**config.mk**
```make
export PLATFORM = sky130hd
export DESIGN_NAME = issue_top
export DESIGN_NICKNAME = d
export VERILOG_FILES = /design/src/tomasulo_pkg.sv /design/src/station_if.sv /design/src/instr_queue.sv /design/src/issue_ctrl.sv /design/src/issue_top.sv /design/src/reg_status.sv /design/src/res_station.sv /design/src/tag_pool.sv
export SDC_FILE = /design/constraint.sdc
export NUM_CORES = 2
export LEC_CHECK = 0
export BUFFER_PORTS_ARGS = -buffer_cell sky130_fd_sc_hd__buf_2
export CELL_PAD_IN_SITES_DETAIL_PLACEMENT = 1
export CELL_PAD_IN_SITES_GLOBAL_PLACEMENT = 1
export CORE_MARGIN = 1.5
export CORE_UTILIZATION = 50
export CTS_BUF_LIST = sky130_fd_sc_hd__clkbuf_8
export DETAILED_ROUTE_END_ITERATION = 8
export GPL_ROUTABILITY_DRIVEN = 0
export MAX_ROUTING_LAYER = met4
export PLACE_DENSITY_LB_ADDON = 0.3
export SETUP_SLACK_MARGIN = 0.5
export SYNTH_ARGS = -nofsm -noshare
export SYNTH_HDL_FRONTEND = slang
export SYNTH_SLANG_ARGS = --single-unit
```
**constraint.sdc**
```tcl
create_clock -name clk -period 9.2 [get_ports clk]
set_input_delay 0.92 -clock clk [delete_from_list [all_inputs] [get_ports clk]]
set_output_delay 0.92 -clock clk [all_outputs]
set_load 0.03 [all_outputs]
```
**src/tomasulo_pkg.sv**
```systemverilog
package tomasulo_pkg;

    // machine sizes
    localparam int NUM_TAGS = 7;
    localparam int NUM_REGS = 32;
    localparam int IQ_DEPTH = 4;
    localparam int RS_DEPTH = 4;
    localparam int IQ_PTR_W = $clog2(IQ_DEPTH);
    localparam int RS_IDX_W = $clog2(RS_DEPTH);

    typedef logic [31:0] word_t;
    typedef logic [4:0]  reg_idx_t;

    // tag 0 means the value is already present
    typedef logic [2:0]  tag_t;

    typedef enum logic [6:0] {
        op_lui   = 7'b0110111,
        op_auipc = 7'b0010111,
        op_jal   = 7'b1101111,
        op_jalr  = 7'b1100111,
        op_br    = 7'b1100011,
        op_load  = 7'b0000011,
        op_store = 7'b0100011,
        op_imm   = 7'b0010011,
        op_reg   = 7'b0110011
    } opcode_t;

    // low three bits follow funct3, bit 3 is the instr[30] variant
    typedef enum logic [3:0] {
        alu_add = 4'b0000,
        alu_sll = 4'b0001,
        alu_xor = 4'b0100,
        alu_srl = 4'b0101,
        alu_or  = 4'b0110,
        alu_and = 4'b0111,
        alu_sub = 4'b1000,
        alu_sra = 4'b1101
    } alu_op_t;

    // funct3[0] picks unsigned
    typedef enum logic {
        cmp_lt  = 1'b0,
        cmp_ltu = 1'b1
    } cmp_op_t;

    typedef struct packed {
        word_t value;
        tag_t  tag;
    } operand_t;

    typedef struct packed {
        alu_op_t op;
    } alu_entry_t;

    typedef struct packed {
        cmp_op_t op;
    } cmp_entry_t;

endpackage
```
**src/station_if.sv**
```systemverilog
`timescale 1ns/1ps

// issue controller to reservation station, one write per cycle
interface station_if
    import tomasulo_pkg::*;
#(
    parameter type payload_t = alu_entry_t
);
    logic     valid;
    payload_t payload;
    operand_t src_a;
    operand_t src_b;
    tag_t     dest;
    // every entry occupied
    logic     full;

    modport issuer (
        output valid, payload, src_a, src_b, dest,
        input  full
    );

    modport station (
        input  valid, payload, src_a, src_b, dest,
        output full
    );
endinterface

```
**src/instr_queue.sv**
```systemverilog
`timescale 1ns/1ps

module instr_queue
    import tomasulo_pkg::*;
(
    input  logic  clk,
    input  logic  rst,
    input  logic  push_i,
    input  word_t pc_i,
    input  word_t instr_i,
    input  logic  pop_i,
    output logic  full_o,
    output logic  empty_o,
    output word_t head_pc_o,
    output word_t head_instr_o
);
    word_t pc_mem    [IQ_DEPTH];
    word_t instr_mem [IQ_DEPTH];
    logic [IQ_PTR_W-1:0] rd_ptr_q, wr_ptr_q;
    logic [IQ_PTR_W:0]   count_q;
    logic push_ok;

    assign full_o       = count_q == (IQ_PTR_W + 1)'(IQ_DEPTH);
    assign empty_o      = count_q == '0;
    assign push_ok      = push_i && !full_o;
    assign head_pc_o    = pc_mem[rd_ptr_q];
    assign head_instr_o = instr_mem[rd_ptr_q];

    // pointers wrap on their own since the depth is a power of two
    always_ff @(posedge clk) begin
        if (rst) begin
            rd_ptr_q <= '0;
            wr_ptr_q <= '0;
            count_q  <= '0;
        end else begin
            if (push_ok) wr_ptr_q <= wr_ptr_q + 1'b1;
            if (pop_i) rd_ptr_q <= rd_ptr_q + 1'b1;
            count_q <= count_q + (IQ_PTR_W + 1)'(push_ok) - (IQ_PTR_W + 1)'(pop_i);
        end
    end

    always_ff @(posedge clk) begin
        if (push_ok) begin
            pc_mem[wr_ptr_q]    <= pc_i;
            instr_mem[wr_ptr_q] <= instr_i;
        end
    end

    // the controller only pops a head it can see
    a_no_pop_empty: assert property (@(posedge clk) disable iff (rst) pop_i |-> !empty_o)
        else $error("instr_queue popped while empty");
endmodule

```
**src/issue_ctrl.sv**
```systemverilog
`timescale 1ns/1ps

module issue_ctrl
    import tomasulo_pkg::*;
(
    input  logic     clk,
    input  logic     rst,
    input  word_t    head_pc_i,
    input  word_t    head_instr_i,
    input  logic     empty_i,
    output logic     pop_o,
    input  operand_t src_a_i,
    input  operand_t src_b_i,
    output reg_idx_t rs1_o,
    output reg_idx_t rs2_o,
    output logic     set_o,
    output reg_idx_t set_rd_o,
    input  tag_t     free_tag_i,
    input  logic     avail_i,
    output logic     alloc_o,
    station_if.issuer alu,
    station_if.issuer cmp
);
    opcode_t    opcode;
    logic [2:0] funct3;
    reg_idx_t   rd;
    word_t      i_imm, u_imm;
    logic       keep, to_cmp, issue, drop, station_free;
    alu_op_t    alu_op;
    operand_t   op_a, op_b;

    // instruction fields
    assign opcode = opcode_t'(head_instr_i[6:0]);
    assign rd     = head_instr_i[11:7];
    assign funct3 = head_instr_i[14:12];
    assign rs1_o  = head_instr_i[19:15];
    assign rs2_o  = head_instr_i[24:20];
    assign i_imm  = {{20{head_instr_i[31]}}, head_instr_i[31:20]};
    assign u_imm  = {head_instr_i[31:12], 12'h000};

    always_comb begin
        keep   = 1'b1;
        to_cmp = 1'b0;
        alu_op = alu_add;
        op_a   = src_a_i;
        op_b   = src_b_i;
        case (opcode)
            op_lui: begin
                op_a = '{value: '0, tag: '0};
                op_b = '{value: u_imm, tag: '0};
            end
            op_auipc: begin
                op_a = '{value: head_pc_i, tag: '0};
                op_b = '{value: u_imm, tag: '0};
            end
            op_imm: begin
                op_b   = '{value: i_imm, tag: '0};
                to_cmp = funct3[2:1] == 2'b01;
                // only the right shifts have an immediate variant
                if (!to_cmp)
                    alu_op = alu_op_t'({funct3 == 3'b101 && head_instr_i[30], funct3});
            end
            op_reg: begin
                to_cmp = funct3[2:1] == 2'b01;
                // add/sub and srl/sra share funct3
                if (!to_cmp) begin
                    alu_op = alu_op_t'({(funct3 == 3'b000 || funct3 == 3'b101)
                                        && head_instr_i[30], funct3});
                end
            end
            default: keep = 1'b0;
        endcase
    end

    // one decision drives pop, alloc, set and the station write
    assign station_free = to_cmp ? !cmp.full : !alu.full;
    assign drop     = !empty_i && (!keep || rd == '0);
    assign issue    = !empty_i && keep && rd != '0 && station_free && avail_i;
    assign pop_o    = issue || drop;
    assign alloc_o  = issue;
    assign set_o    = issue;
    assign set_rd_o = rd;

    assign alu.valid   = issue && !to_cmp;
    assign alu.payload = '{op: alu_op};
    assign alu.src_a   = op_a;
    assign alu.src_b   = op_b;
    assign alu.dest    = free_tag_i;

    assign cmp.valid   = issue && to_cmp;
    assign cmp.payload = '{op: cmp_op_t'(funct3[0])};
    assign cmp.src_a   = op_a;
    assign cmp.src_b   = op_b;
    assign cmp.dest    = free_tag_i;

    // a stalled head must stay in place until it leaves the queue
    a_head_held: assert property (@(posedge clk) disable iff (rst)
        (!empty_i && !pop_o) |=> $stable(head_instr_i))
        else $error("queue head changed during a stall");
endmodule

```
**src/issue_top.sv**
```systemverilog
`timescale 1ns/1ps

module issue_top
    import tomasulo_pkg::*;
(
    input  logic    clk,
    input  logic    rst,
    input  logic    instr_valid_i,
    input  word_t   pc_i,
    input  word_t   instr_i,
    output logic    instr_full_o,
    input  logic    cdb_valid_i,
    input  tag_t    cdb_tag_i,
    input  word_t   cdb_value_i,
    output logic    alu_ex_valid_o,
    output alu_op_t alu_ex_op_o,
    output word_t   alu_ex_a_o,
    output word_t   alu_ex_b_o,
    output tag_t    alu_ex_tag_o,
    output logic    cmp_ex_valid_o,
    output cmp_op_t cmp_ex_op_o,
    output word_t   cmp_ex_a_o,
    output word_t   cmp_ex_b_o,
    output tag_t    cmp_ex_tag_o
);
    word_t      head_pc, head_instr;
    logic       iq_empty, iq_pop;
    reg_idx_t   rs1, rs2, set_rd;
    operand_t   src_a, src_b;
    logic       set_en, alloc, avail;
    tag_t       free_tag;
    alu_entry_t alu_ex_payload;
    cmp_entry_t cmp_ex_payload;

    station_if #(.payload_t(alu_entry_t)) alu_if ();
    station_if #(.payload_t(cmp_entry_t)) cmp_if ();

    instr_queue u_iq (
        .clk, .rst,
        .push_i       (instr_valid_i),
        .pc_i, .instr_i,
        .pop_i        (iq_pop),
        .full_o       (instr_full_o),
        .empty_o      (iq_empty),
        .head_pc_o    (head_pc),
        .head_instr_o (head_instr)
    );

    issue_ctrl u_ctrl (
        .clk, .rst,
        .head_pc_i (head_pc), .head_instr_i (head_instr), .empty_i (iq_empty),
        .pop_o     (iq_pop),
        .src_a_i   (src_a), .src_b_i (src_b), .rs1_o (rs1), .rs2_o (rs2),
        .set_o     (set_en), .set_rd_o (set_rd),
        .free_tag_i (free_tag), .avail_i (avail), .alloc_o (alloc),
        .alu       (alu_if.issuer),
        .cmp       (cmp_if.issuer)
    );

    reg_status u_regs (
        .clk, .rst,
        .rs1_i (rs1), .rs2_i (rs2), .src_a_o (src_a), .src_b_o (src_b),
        .set_i (set_en), .set_rd_i (set_rd), .set_tag_i (free_tag),
        .cdb_valid_i, .cdb_tag_i, .cdb_value_i
    );

    tag_pool u_tags (
        .clk, .rst,
        .alloc_i (alloc), .free_tag_o (free_tag), .avail_o (avail),
        .cdb_valid_i, .cdb_tag_i
    );

    res_station #(.payload_t(alu_entry_t)) u_alu_rs (
        .clk, .rst, .iss (alu_if.station),
        .cdb_valid_i, .cdb_tag_i, .cdb_value_i,
        .ex_valid_o (alu_ex_valid_o), .ex_payload_o (alu_ex_payload),
        .ex_a_o (alu_ex_a_o), .ex_b_o (alu_ex_b_o), .ex_tag_o (alu_ex_tag_o)
    );

    res_station #(.payload_t(cmp_entry_t)) u_cmp_rs (
        .clk, .rst, .iss (cmp_if.station),
        .cdb_valid_i, .cdb_tag_i, .cdb_value_i,
        .ex_valid_o (cmp_ex_valid_o), .ex_payload_o (cmp_ex_payload),
        .ex_a_o (cmp_ex_a_o), .ex_b_o (cmp_ex_b_o), .ex_tag_o (cmp_ex_tag_o)
    );

    // flatten payloads onto the plain top ports
    assign alu_ex_op_o = alu_ex_payload.op;
    assign cmp_ex_op_o = cmp_ex_payload.op;
endmodule

```
**src/reg_status.sv**
```systemverilog
`timescale 1ns/1ps

module reg_status
    import tomasulo_pkg::*;
(
    input  logic     clk,
    input  logic     rst,
    input  reg_idx_t rs1_i,
    input  reg_idx_t rs2_i,
    output operand_t src_a_o,
    output operand_t src_b_o,
    input  logic     set_i,
    input  reg_idx_t set_rd_i,
    input  tag_t     set_tag_i,
    input  logic     cdb_valid_i,
    input  tag_t     cdb_tag_i,
    input  word_t    cdb_value_i
);
    operand_t regs_q [NUM_REGS];

    // a broadcast of the producer in the read cycle counts as present
    function automatic operand_t lookup(operand_t r);
        if (cdb_valid_i && r.tag != '0 && r.tag == cdb_tag_i)
            return '{value: cdb_value_i, tag: '0};
        return r;
    endfunction

    assign src_a_o = lookup(regs_q[rs1_i]);
    assign src_b_o = lookup(regs_q[rs2_i]);

    // x0 is cleared by reset and never written
    always_ff @(posedge clk) begin
        if (rst) begin
            for (int r = 0; r < NUM_REGS; r++) regs_q[r] <= '{value: '0, tag: '0};
        end else begin
            for (int r = 1; r < NUM_REGS; r++) begin
                if (cdb_valid_i && regs_q[r].tag != '0 && regs_q[r].tag == cdb_tag_i)
                    regs_q[r] <= '{value: cdb_value_i, tag: '0};
                // new producer wins over a same-edge broadcast
                if (set_i && set_rd_i == reg_idx_t'(r)) regs_q[r].tag <= set_tag_i;
            end
        end
    end

    a_no_set_x0: assert property (@(posedge clk) disable iff (rst) set_i |-> set_rd_i != '0)
        else $error("tag recorded against x0");
endmodule

```
**src/res_station.sv**
```systemverilog
`timescale 1ns/1ps

module res_station
    import tomasulo_pkg::*;
#(
    parameter type payload_t = alu_entry_t
) (
    input  logic     clk,
    input  logic     rst,
    station_if.station iss,
    input  logic     cdb_valid_i,
    input  tag_t     cdb_tag_i,
    input  word_t    cdb_value_i,
    output logic     ex_valid_o,
    output payload_t ex_payload_o,
    output word_t    ex_a_o,
    output word_t    ex_b_o,
    output tag_t     ex_tag_o
);
    logic [RS_DEPTH-1:0] busy_q, ready;
    payload_t payload_q [RS_DEPTH];
    operand_t src_a_q   [RS_DEPTH];
    operand_t src_b_q   [RS_DEPTH];
    tag_t     dest_q    [RS_DEPTH];
    logic [RS_IDX_W-1:0] wr_idx, sel_idx;
    logic sel_valid;

    // lowest free slot for writes, lowest ready slot for dispatch
    always_comb begin
        wr_idx    = '0;
        sel_idx   = '0;
        sel_valid = 1'b0;
        for (int i = RS_DEPTH - 1; i >= 0; i--) begin
            ready[i] = busy_q[i] && src_a_q[i].tag == '0 && src_b_q[i].tag == '0;
            if (!busy_q[i]) wr_idx = RS_IDX_W'(i);
            if (ready[i]) begin
                sel_idx   = RS_IDX_W'(i);
                sel_valid = 1'b1;
            end
        end
    end

    assign iss.full = &busy_q;

    always_ff @(posedge clk) begin
        if (rst) begin
            busy_q     <= '0;
            ex_valid_o <= 1'b0;
        end else begin
            ex_valid_o <= sel_valid;
            if (sel_valid) busy_q[sel_idx] <= 1'b0;
            if (iss.valid) busy_q[wr_idx] <= 1'b1;
        end
    end

    always_ff @(posedge clk) begin
        // waiting operands grab their value off the CDB
        for (int i = 0; i < RS_DEPTH; i++) begin
            if (cdb_valid_i && src_a_q[i].tag != '0 && src_a_q[i].tag == cdb_tag_i)
                src_a_q[i] <= '{value: cdb_value_i, tag: '0};
            if (cdb_valid_i && src_b_q[i].tag != '0 && src_b_q[i].tag == cdb_tag_i)
                src_b_q[i] <= '{value: cdb_value_i, tag: '0};
        end
        if (iss.valid) begin
            payload_q[wr_idx] <= iss.payload;
            src_a_q[wr_idx]   <= iss.src_a;
            src_b_q[wr_idx]   <= iss.src_b;
            dest_q[wr_idx]    <= iss.dest;
        end
        if (sel_valid) begin
            ex_payload_o <= payload_q[sel_idx];
            ex_a_o       <= src_a_q[sel_idx].value;
            ex_b_o       <= src_b_q[sel_idx].value;
            ex_tag_o     <= dest_q[sel_idx];
        end
    end

    a_no_write_full: assert property (@(posedge clk) disable iff (rst) iss.valid |-> !iss.full)
        else $error("write into a full reservation station");
endmodule

```
**src/tag_pool.sv**
```systemverilog
`timescale 1ns/1ps

module tag_pool
    import tomasulo_pkg::*;
(
    input  logic clk,
    input  logic rst,
    input  logic alloc_i,
    output tag_t free_tag_o,
    output logic avail_o,
    input  logic cdb_valid_i,
    input  tag_t cdb_tag_i
);
    // bit t set means tag t is free
    logic [NUM_TAGS:1] free_q;

    assign avail_o = |free_q;

    // lowest free tag first
    always_comb begin
        free_tag_o = '0;
        for (int t = NUM_TAGS; t >= 1; t--) begin
            if (free_q[t]) free_tag_o = tag_t'(t);
        end
    end

    always_ff @(posedge clk) begin
        if (rst) begin
            free_q <= '1;
        end else begin
            if (cdb_valid_i && cdb_tag_i != '0) free_q[cdb_tag_i] <= 1'b1;
            if (alloc_i && avail_o) free_q[free_tag_o] <= 1'b0;
        end
    end

    a_release_busy: assert property (@(posedge clk) disable iff (rst)
        cdb_valid_i |-> (cdb_tag_i != '0 && !free_q[cdb_tag_i]))
        else $error("CDB released tag %0d that was not in flight", cdb_tag_i);
endmodule

```
Word level (Yosys, flattened, before mapping)
Memory sizes are Yosys's and may differ from the RTL's. A register that Yosys moved wholly into a read port is not among the register bits. Cells that the tools add are included.

Output and inout port bits: 142. Input bits: 103. RAM bits: 1980. Word-level logic and storage cells: 799. Register bits after elaboration: 24. Memories: 11.

$add $sub $neg: 4. Bitwise gates (word level): 71. Equality and inequality tests: 87. Mux-type cells: 358. Reductions and logical operators: 248. Order comparisons: 12.

Memory list: u_regs.regs_q (depth 32, bits a word 35, rd ports 33, clocked after Yosys merged registers in 0, write ports 32, line reg_status.sv:19) `operand_t regs_q [NUM_REGS];`; u_alu_rs.src_a_q (depth 4, bits a word 35, rd ports 5, clocked after Yosys merged registers in 1, write ports 5, line res_station.sv:22) `operand_t src_a_q [RS_DEPTH];`; u_alu_rs.src_b_q (depth 4, bits a word 35, rd ports 5, clocked after Yosys merged registers in 1, write ports 5, line res_station.sv:23) `operand_t src_b_q [RS_DEPTH];`; u_cmp_rs.src_a_q (depth 4, bits a word 35, rd ports 5, clocked after Yosys merged registers in 1, write ports 5, line res_station.sv:22); u_cmp_rs.src_b_q (depth 4, bits a word 35, rd ports 5, clocked after Yosys merged registers in 1, write ports 5, line res_station.sv:23); u_iq.instr_mem (depth 4, bits a word 32, rd ports 1, clocked after Yosys merged registers in 1, write ports 1, line instr_queue.sv:18) `word_t instr_mem [IQ_DEPTH];`; 5 more memories.

Operators with widths (number): 35-bit two-way mux (35); 1-bit two-way mux (245); 1-bit logical AND (163); 3-bit nonzero test (50); 3-bit == test (49); 35-bit one-hot mux with 2 select lines (2); 3-bit two-way mux (38); 5-bit == test, second input constant (16); 1-bit bitwise OR (62); 3-bit zero test (18); 5-bit by 4-bit == test with 1-bit output, second input constant (8); 2-bit two-way mux (20); 4-bit two-way mux (8); 7-bit two-way mux (3); 5-bit by 3-bit == test with 1-bit output, second input constant (4); 7-bit by 5-bit == test with 1-bit output, second input constant (2); 7-bit by 6-bit == test with 1-bit output, second input constant (2); 2-bit by 3-bit less-than comparator with 1-bit output, second input constant (4); 5-bit by 2-bit == test with 1-bit output, second input constant (2); 4-bit AND (2); 1-bit demux with 2-bit select (4); 2-bit by 1-bit greater-or-equal comparator with 1-bit output, second input constant (4); 3-bit by 4-bit less-than comparator with 1-bit output, second input constant (2); 4-bit NOT (2); 21 further kinds (35).

Depth between registers and ports, before layout
An unclocked memory read counts as a cell.

Depth after elaboration: 18. Mapped depth: 18. Depth with buffers taken out: 15.

By module
A second synthesis with hierarchy kept.

Cells, all modules: 7096. Area total of the unflattened synthesis: 102016.6 µm².

By module, submodules not included: reg_status (cells an instance 3378, seq. area each 32581.2 µm², area each 56055.0 µm², instances 1); res_station (u_cmp_rs) (cells an instance 1518, seq. area each 11030.6 µm², area each 16981.3 µm², instances 1); res_station (u_alu_rs) (cells an instance 1376, seq. area each 11481.0 µm², area each 16364.4 µm², instances 1); instr_queue (cells an instance 382, seq. area each 7867.5 µm², area each 9763.1 µm², instances 1); issue_ctrl (cells an instance 395, seq. area each 0.0 µm², area each 2423.6 µm², instances 1); tag_pool (cells an instance 47, seq. area each 140.1 µm², area each 429.2 µm², instances 1).

Least setup slack after synthesis
OpenSTA, ideal clock, no wires.

Kind: input to register. Start: in cdb_tag_i[1]. End: mem u_regs.regs_q[21][0] (netlist name), enable pin. Cell stages on the path: 6. Required time: 8874 ps. Slack: 2751 ps. Data arrival time: 6122 ps. Buffers on the path: 3. Cells stage by stage: clkbuf_1 clkbuf_1 clkbuf_1 xor2_1 o41ai_1 o21bai_1.

RTL lines: start: declaration (line issue_top.sv:13) `input tag_t cdb_tag_i,`; end: declaration (line reg_status.sv:19).

==> reports/qor.yml <==
finish:
  fin_util_pct: 55.8
  n_fill_cell: 18500
  final_cells: 9759
  drive_gt1_share_pct: 23.4
  syn2layout_area_growth_pct: 11.1
  nets: 6967
  multi_input_area_um2: 33800
  seq_area_um2: 63100
grt:
  grt.total_usage_pct: 36.3
  grt_max_degree: 125
  grt_overflow: 0
  met1_usage_pct: 44.0
  busiest_layer: "met2"
  grt_pass1_vias: 69500
  met3_usage_pct: 7.57
  grt_use_met2_pct: 55.8
  grt_pass1_wl_mm: 502
  antenna_found_initial: 22
placed_design:
  hpwl_mm: 212
  pre_cts_slack_ns: 2.88
  placed_cells: 9087
  io_buffers: 244
logic_synthesis:
  synth_ff_type: "edfxtp_1"
  synthAdderAreaFrac_pct: 0.0962
  yosys_warnings: 0
  synth.distinct_cells: 76
  synthesis.nets: 6726
  syn_area_um2: 98900
  synth_edf_count: 2084
  synth-xor-area-share_pct: 0.868
  synth_top_area_share_pct: 63.3
  synth-simple-area-share_pct: 7.19
  synth_area_per_cell_um2: 14.9
  synth_area_leaders: "edfxtp_1 (63%), mux4_2 (13%), nor2_1 (3.3%), o2bb2ai_1 (2.8%), nand2_1 (2.5%)"
  synth_mux_area_share_pct: 16.3
  yosysSeqAreaShare_pct: 63.8
  synth-compound-area-share_pct: 8.95
  syn_inst: 6616
  yosysTopAreaCell: "edfxtp_1"
  synth_top_family_by_area: "multiplexers"
  ys_ff_latch: 2110
  synthArstFlopShare_pct: 0
power:
  power.density_nw_per_um2: 303
  p_leak_nw: 38.0
  p_sw_share_pct: 40.1
  pwr-share-clk_pct: 23.1
  irDropWorstVdd_v: 0.000229
  power_mw: 33.3
  p_comb_share_pct: 41.5
  p_seq_share_pct: 35.4
  netSwitchingPower_mw: 13.3
  p_int_mw: 19.9
clock_tree:
  cts_buffer_depth: 4
  clock-root-buffer: "clkbuf_8"
  holdBufCountCts: 51
  clk_pin_slew_ns: 0.07
  cts_tree: "yes"
  post_cts_buffers: 0
  cts.repair.resized: 0
  h-tree-depth: 5
  cts_made_buffers: 357
  clock-sinks: 2110
  clk_latency_ns: 1.13
sta:
  fin_crit_ns: 6.50
  post-route-period-util_pct: 70.7
  hold_violations: 0
  setup_viol: 0
  worst_slack_ns: 2.70
  slew_headroom_pct: 5.67
  finalMaxSlewViolations: 0
  rsz0062_at_grt: "no"
  fin_skew_ns: 0.112
  worstMarginPinSlew_ns: 1.40
  tns_ns: 0
  max_freq_ghz: 0.154
min_path:
  hp-class: "input port to flop"
  hold_path_end: "u_iq.instr_mem[2][17]$_DFFE_PP_"
  min-delay-start: "instr_i[17]"
  worstHoldPathCells: 1
routing:
  vias: 67500
  wl_mm: 355
  drc_errors: 11
  drt_iter0_markers: 10400
  vias_per_cell: 6.92
  postRouteAntennaNets: 0
  drt-pass1-iter-count: 9
  post_drt_wl_per_cell_um: 36.4
worst_setup_path:
  cp.required_ns: 10.07
  cp.arrival_ns: 7.38
  cp-end-kind: "flop"
  rr_worst_depth: 12
  worst-setup-path-type: "flop to flop"
  reg2reg_slack_ns: 2.70
  cp_max_fo: 48
  r2r-end: "u_cmp_rs.src_b_q[3][30]$_DFFE_PP_"
  start_kind: "flop"
die:
  core_area_um2: 197000
  rows: 163
  die_y_um: 448
  io_pins: 245
  start_util_pct: 50.2
  die-width_um: 448
  die_area_um2: 200000
flow_run:
  maxCapViolations: 0
status:
  status: "complete, but fails checks"
  violations: "DRC"
[power by group through the flow]
stage / Clock, mW / Combinational, mW / Sequential, mW
global placement: 0 / 13.1 / 11.9
CTS: 7.69 / 13.4 / 11.7
finish: 7.69 / 13.8 / 11.8
detailed placement: 0 / 13.4 / 11.9
floorplan: 0 / 8.31 / 11.8
global route: 8.09 / 14.2 / 11.8
[layer usage]
layer	wire, um	share of wire, %	up-vias
met5	0	0	-
met4	24900	7.0	0
met3	38600	11	1100
met2	168000	47	4887
met1	124000	35	34900
li1	-	-	26600
[synthesized netlist by cell type, types with 7 or more instances]
cell       instances
o41ai_1           14
nand2b_1          12
o21ai_0          169
edfxtp_1        2084
or3_1              9
a222oi_1         139
xnor2_1           35
mux4_2           592
xor2_1            63
and2_1            19
and3_1            11
mux2_2            47
o221ai_1          41
nor2_1           868
mux2i_1          151
a221oi_2          18
a21o_1            21
a21oi_1          167
nand4_1           13
nor4_1            12
o21bai_1          28
o211ai_1          26
o2bb2ai_1        317
a21oi_2           28
mux2_1            22
buf_6             17
inv_1             79
a22o_1             9
buf_4             10
nand3_1           20
nor3_1            10
clkbuf_1         403
a32oi_2            8
a31oi_1            7
nand2_1          670
mux2_4            30
buf_2             85
o2111ai_1         34
a211oi_1          66
buf_1             72
dfxtp_1           26
nor2b_1           84
[layout by cell type, fill, tap and decap left out, drive strengths merged, types with 99 or more instances in the layout]
cell	synthesis	final
a21oi	195	195
a222oi	139	139
buf	184	418
clkbuf	403	361
clkinv	0	115
edfxtp	2084	2084
inv	81	195
mux2	99	99
mux2i	151	151
mux4	592	592
nand2	672	672
nor2	868	868
o21ai	176	176
o2bb2ai	317	317
[registers in the layout, indices dropped and copies added (netlist names), 16 cells and up, named ones only]
name / count
u_alu_rs.ex_a_o: 32
u_alu_rs.ex_b_o: 32
u_alu_rs.payload_q: 16
u_alu_rs.src_a_q: 140
u_alu_rs.src_b_q: 140
u_cmp_rs.ex_a_o: 32
u_cmp_rs.ex_b_o: 32
u_cmp_rs.src_a_q: 140
u_cmp_rs.src_b_q: 140
u_iq.instr_mem: 128
u_iq.pc_mem: 128
u_regs.regs_q: 1085
[worst max-delay path, cell delays in order, from the launching register on]
cell and delay [ns]:
dfxtp_4 0.73, mux4_4 1.15, buf_4 0.62, mux2i_1 0.17, mux2i_1 0.16, mux2i_1 0.11
o22ai_1 0.44, nor4b_1 0.13, o21a_1 0.28, o21ai_4 0.54, buf_4 0.34, nand3_1 0.90
o221ai_1 0.58
[layout make-up]
type                       count  share of cell area [%]
clock inverter               240                    1.04
clock buffer                 361                    4.53
tap                         2640                    3.01
sequential                  2110                    57.5
antenna                       20                  0.0456
multi-input combinational   3838                    30.8
timing repair buffer         469                    2.85
inverter                      81                   0.277
[worst max path at each step]
stage | slack, ns | to | startpoint
after detailed placement | 2.88 | u_cmp_rs.src_b_q[3][30]$_DFFE_PP_ | flop
after CTS | 2.86 | u_cmp_rs.src_b_q[3][30]$_DFFE_PP_ | flop
after global routing | 2.46 | u_alu_rs.src_a_q[2][5]$_DFFE_PP_ | flop
after floorplan | 2.75 | u_regs.regs_q[21][0]$_SDFFCE_PP0P_ | cdb_tag_i[1]
after global placement | 2.95 | u_cmp_rs.src_a_q[3][9]$_DFFE_PP_ | flop
final | 2.70 | u_cmp_rs.src_b_q[3][30]$_DFFE_PP_ | flop
[kinds of logic after synthesis]
logic type      after synthesis
simple gates               1751
mux                         842
buf+inv                     668
fa+ha+maj                     7
flops                      2110
compound gates             1140
xor+xnor                     98
[through the flow]
step	hold slack, ns	instance area (um2)
5_1_grt	0.0534	110000
3_3_place_gp	0.494	103000
4_1_cts	0.00230	110000
6_report	0.0587	110000
2_1_floorplan	0.467	98900
3_5_place_dp	0.503	103000
(Power assumes the default switching activity.)
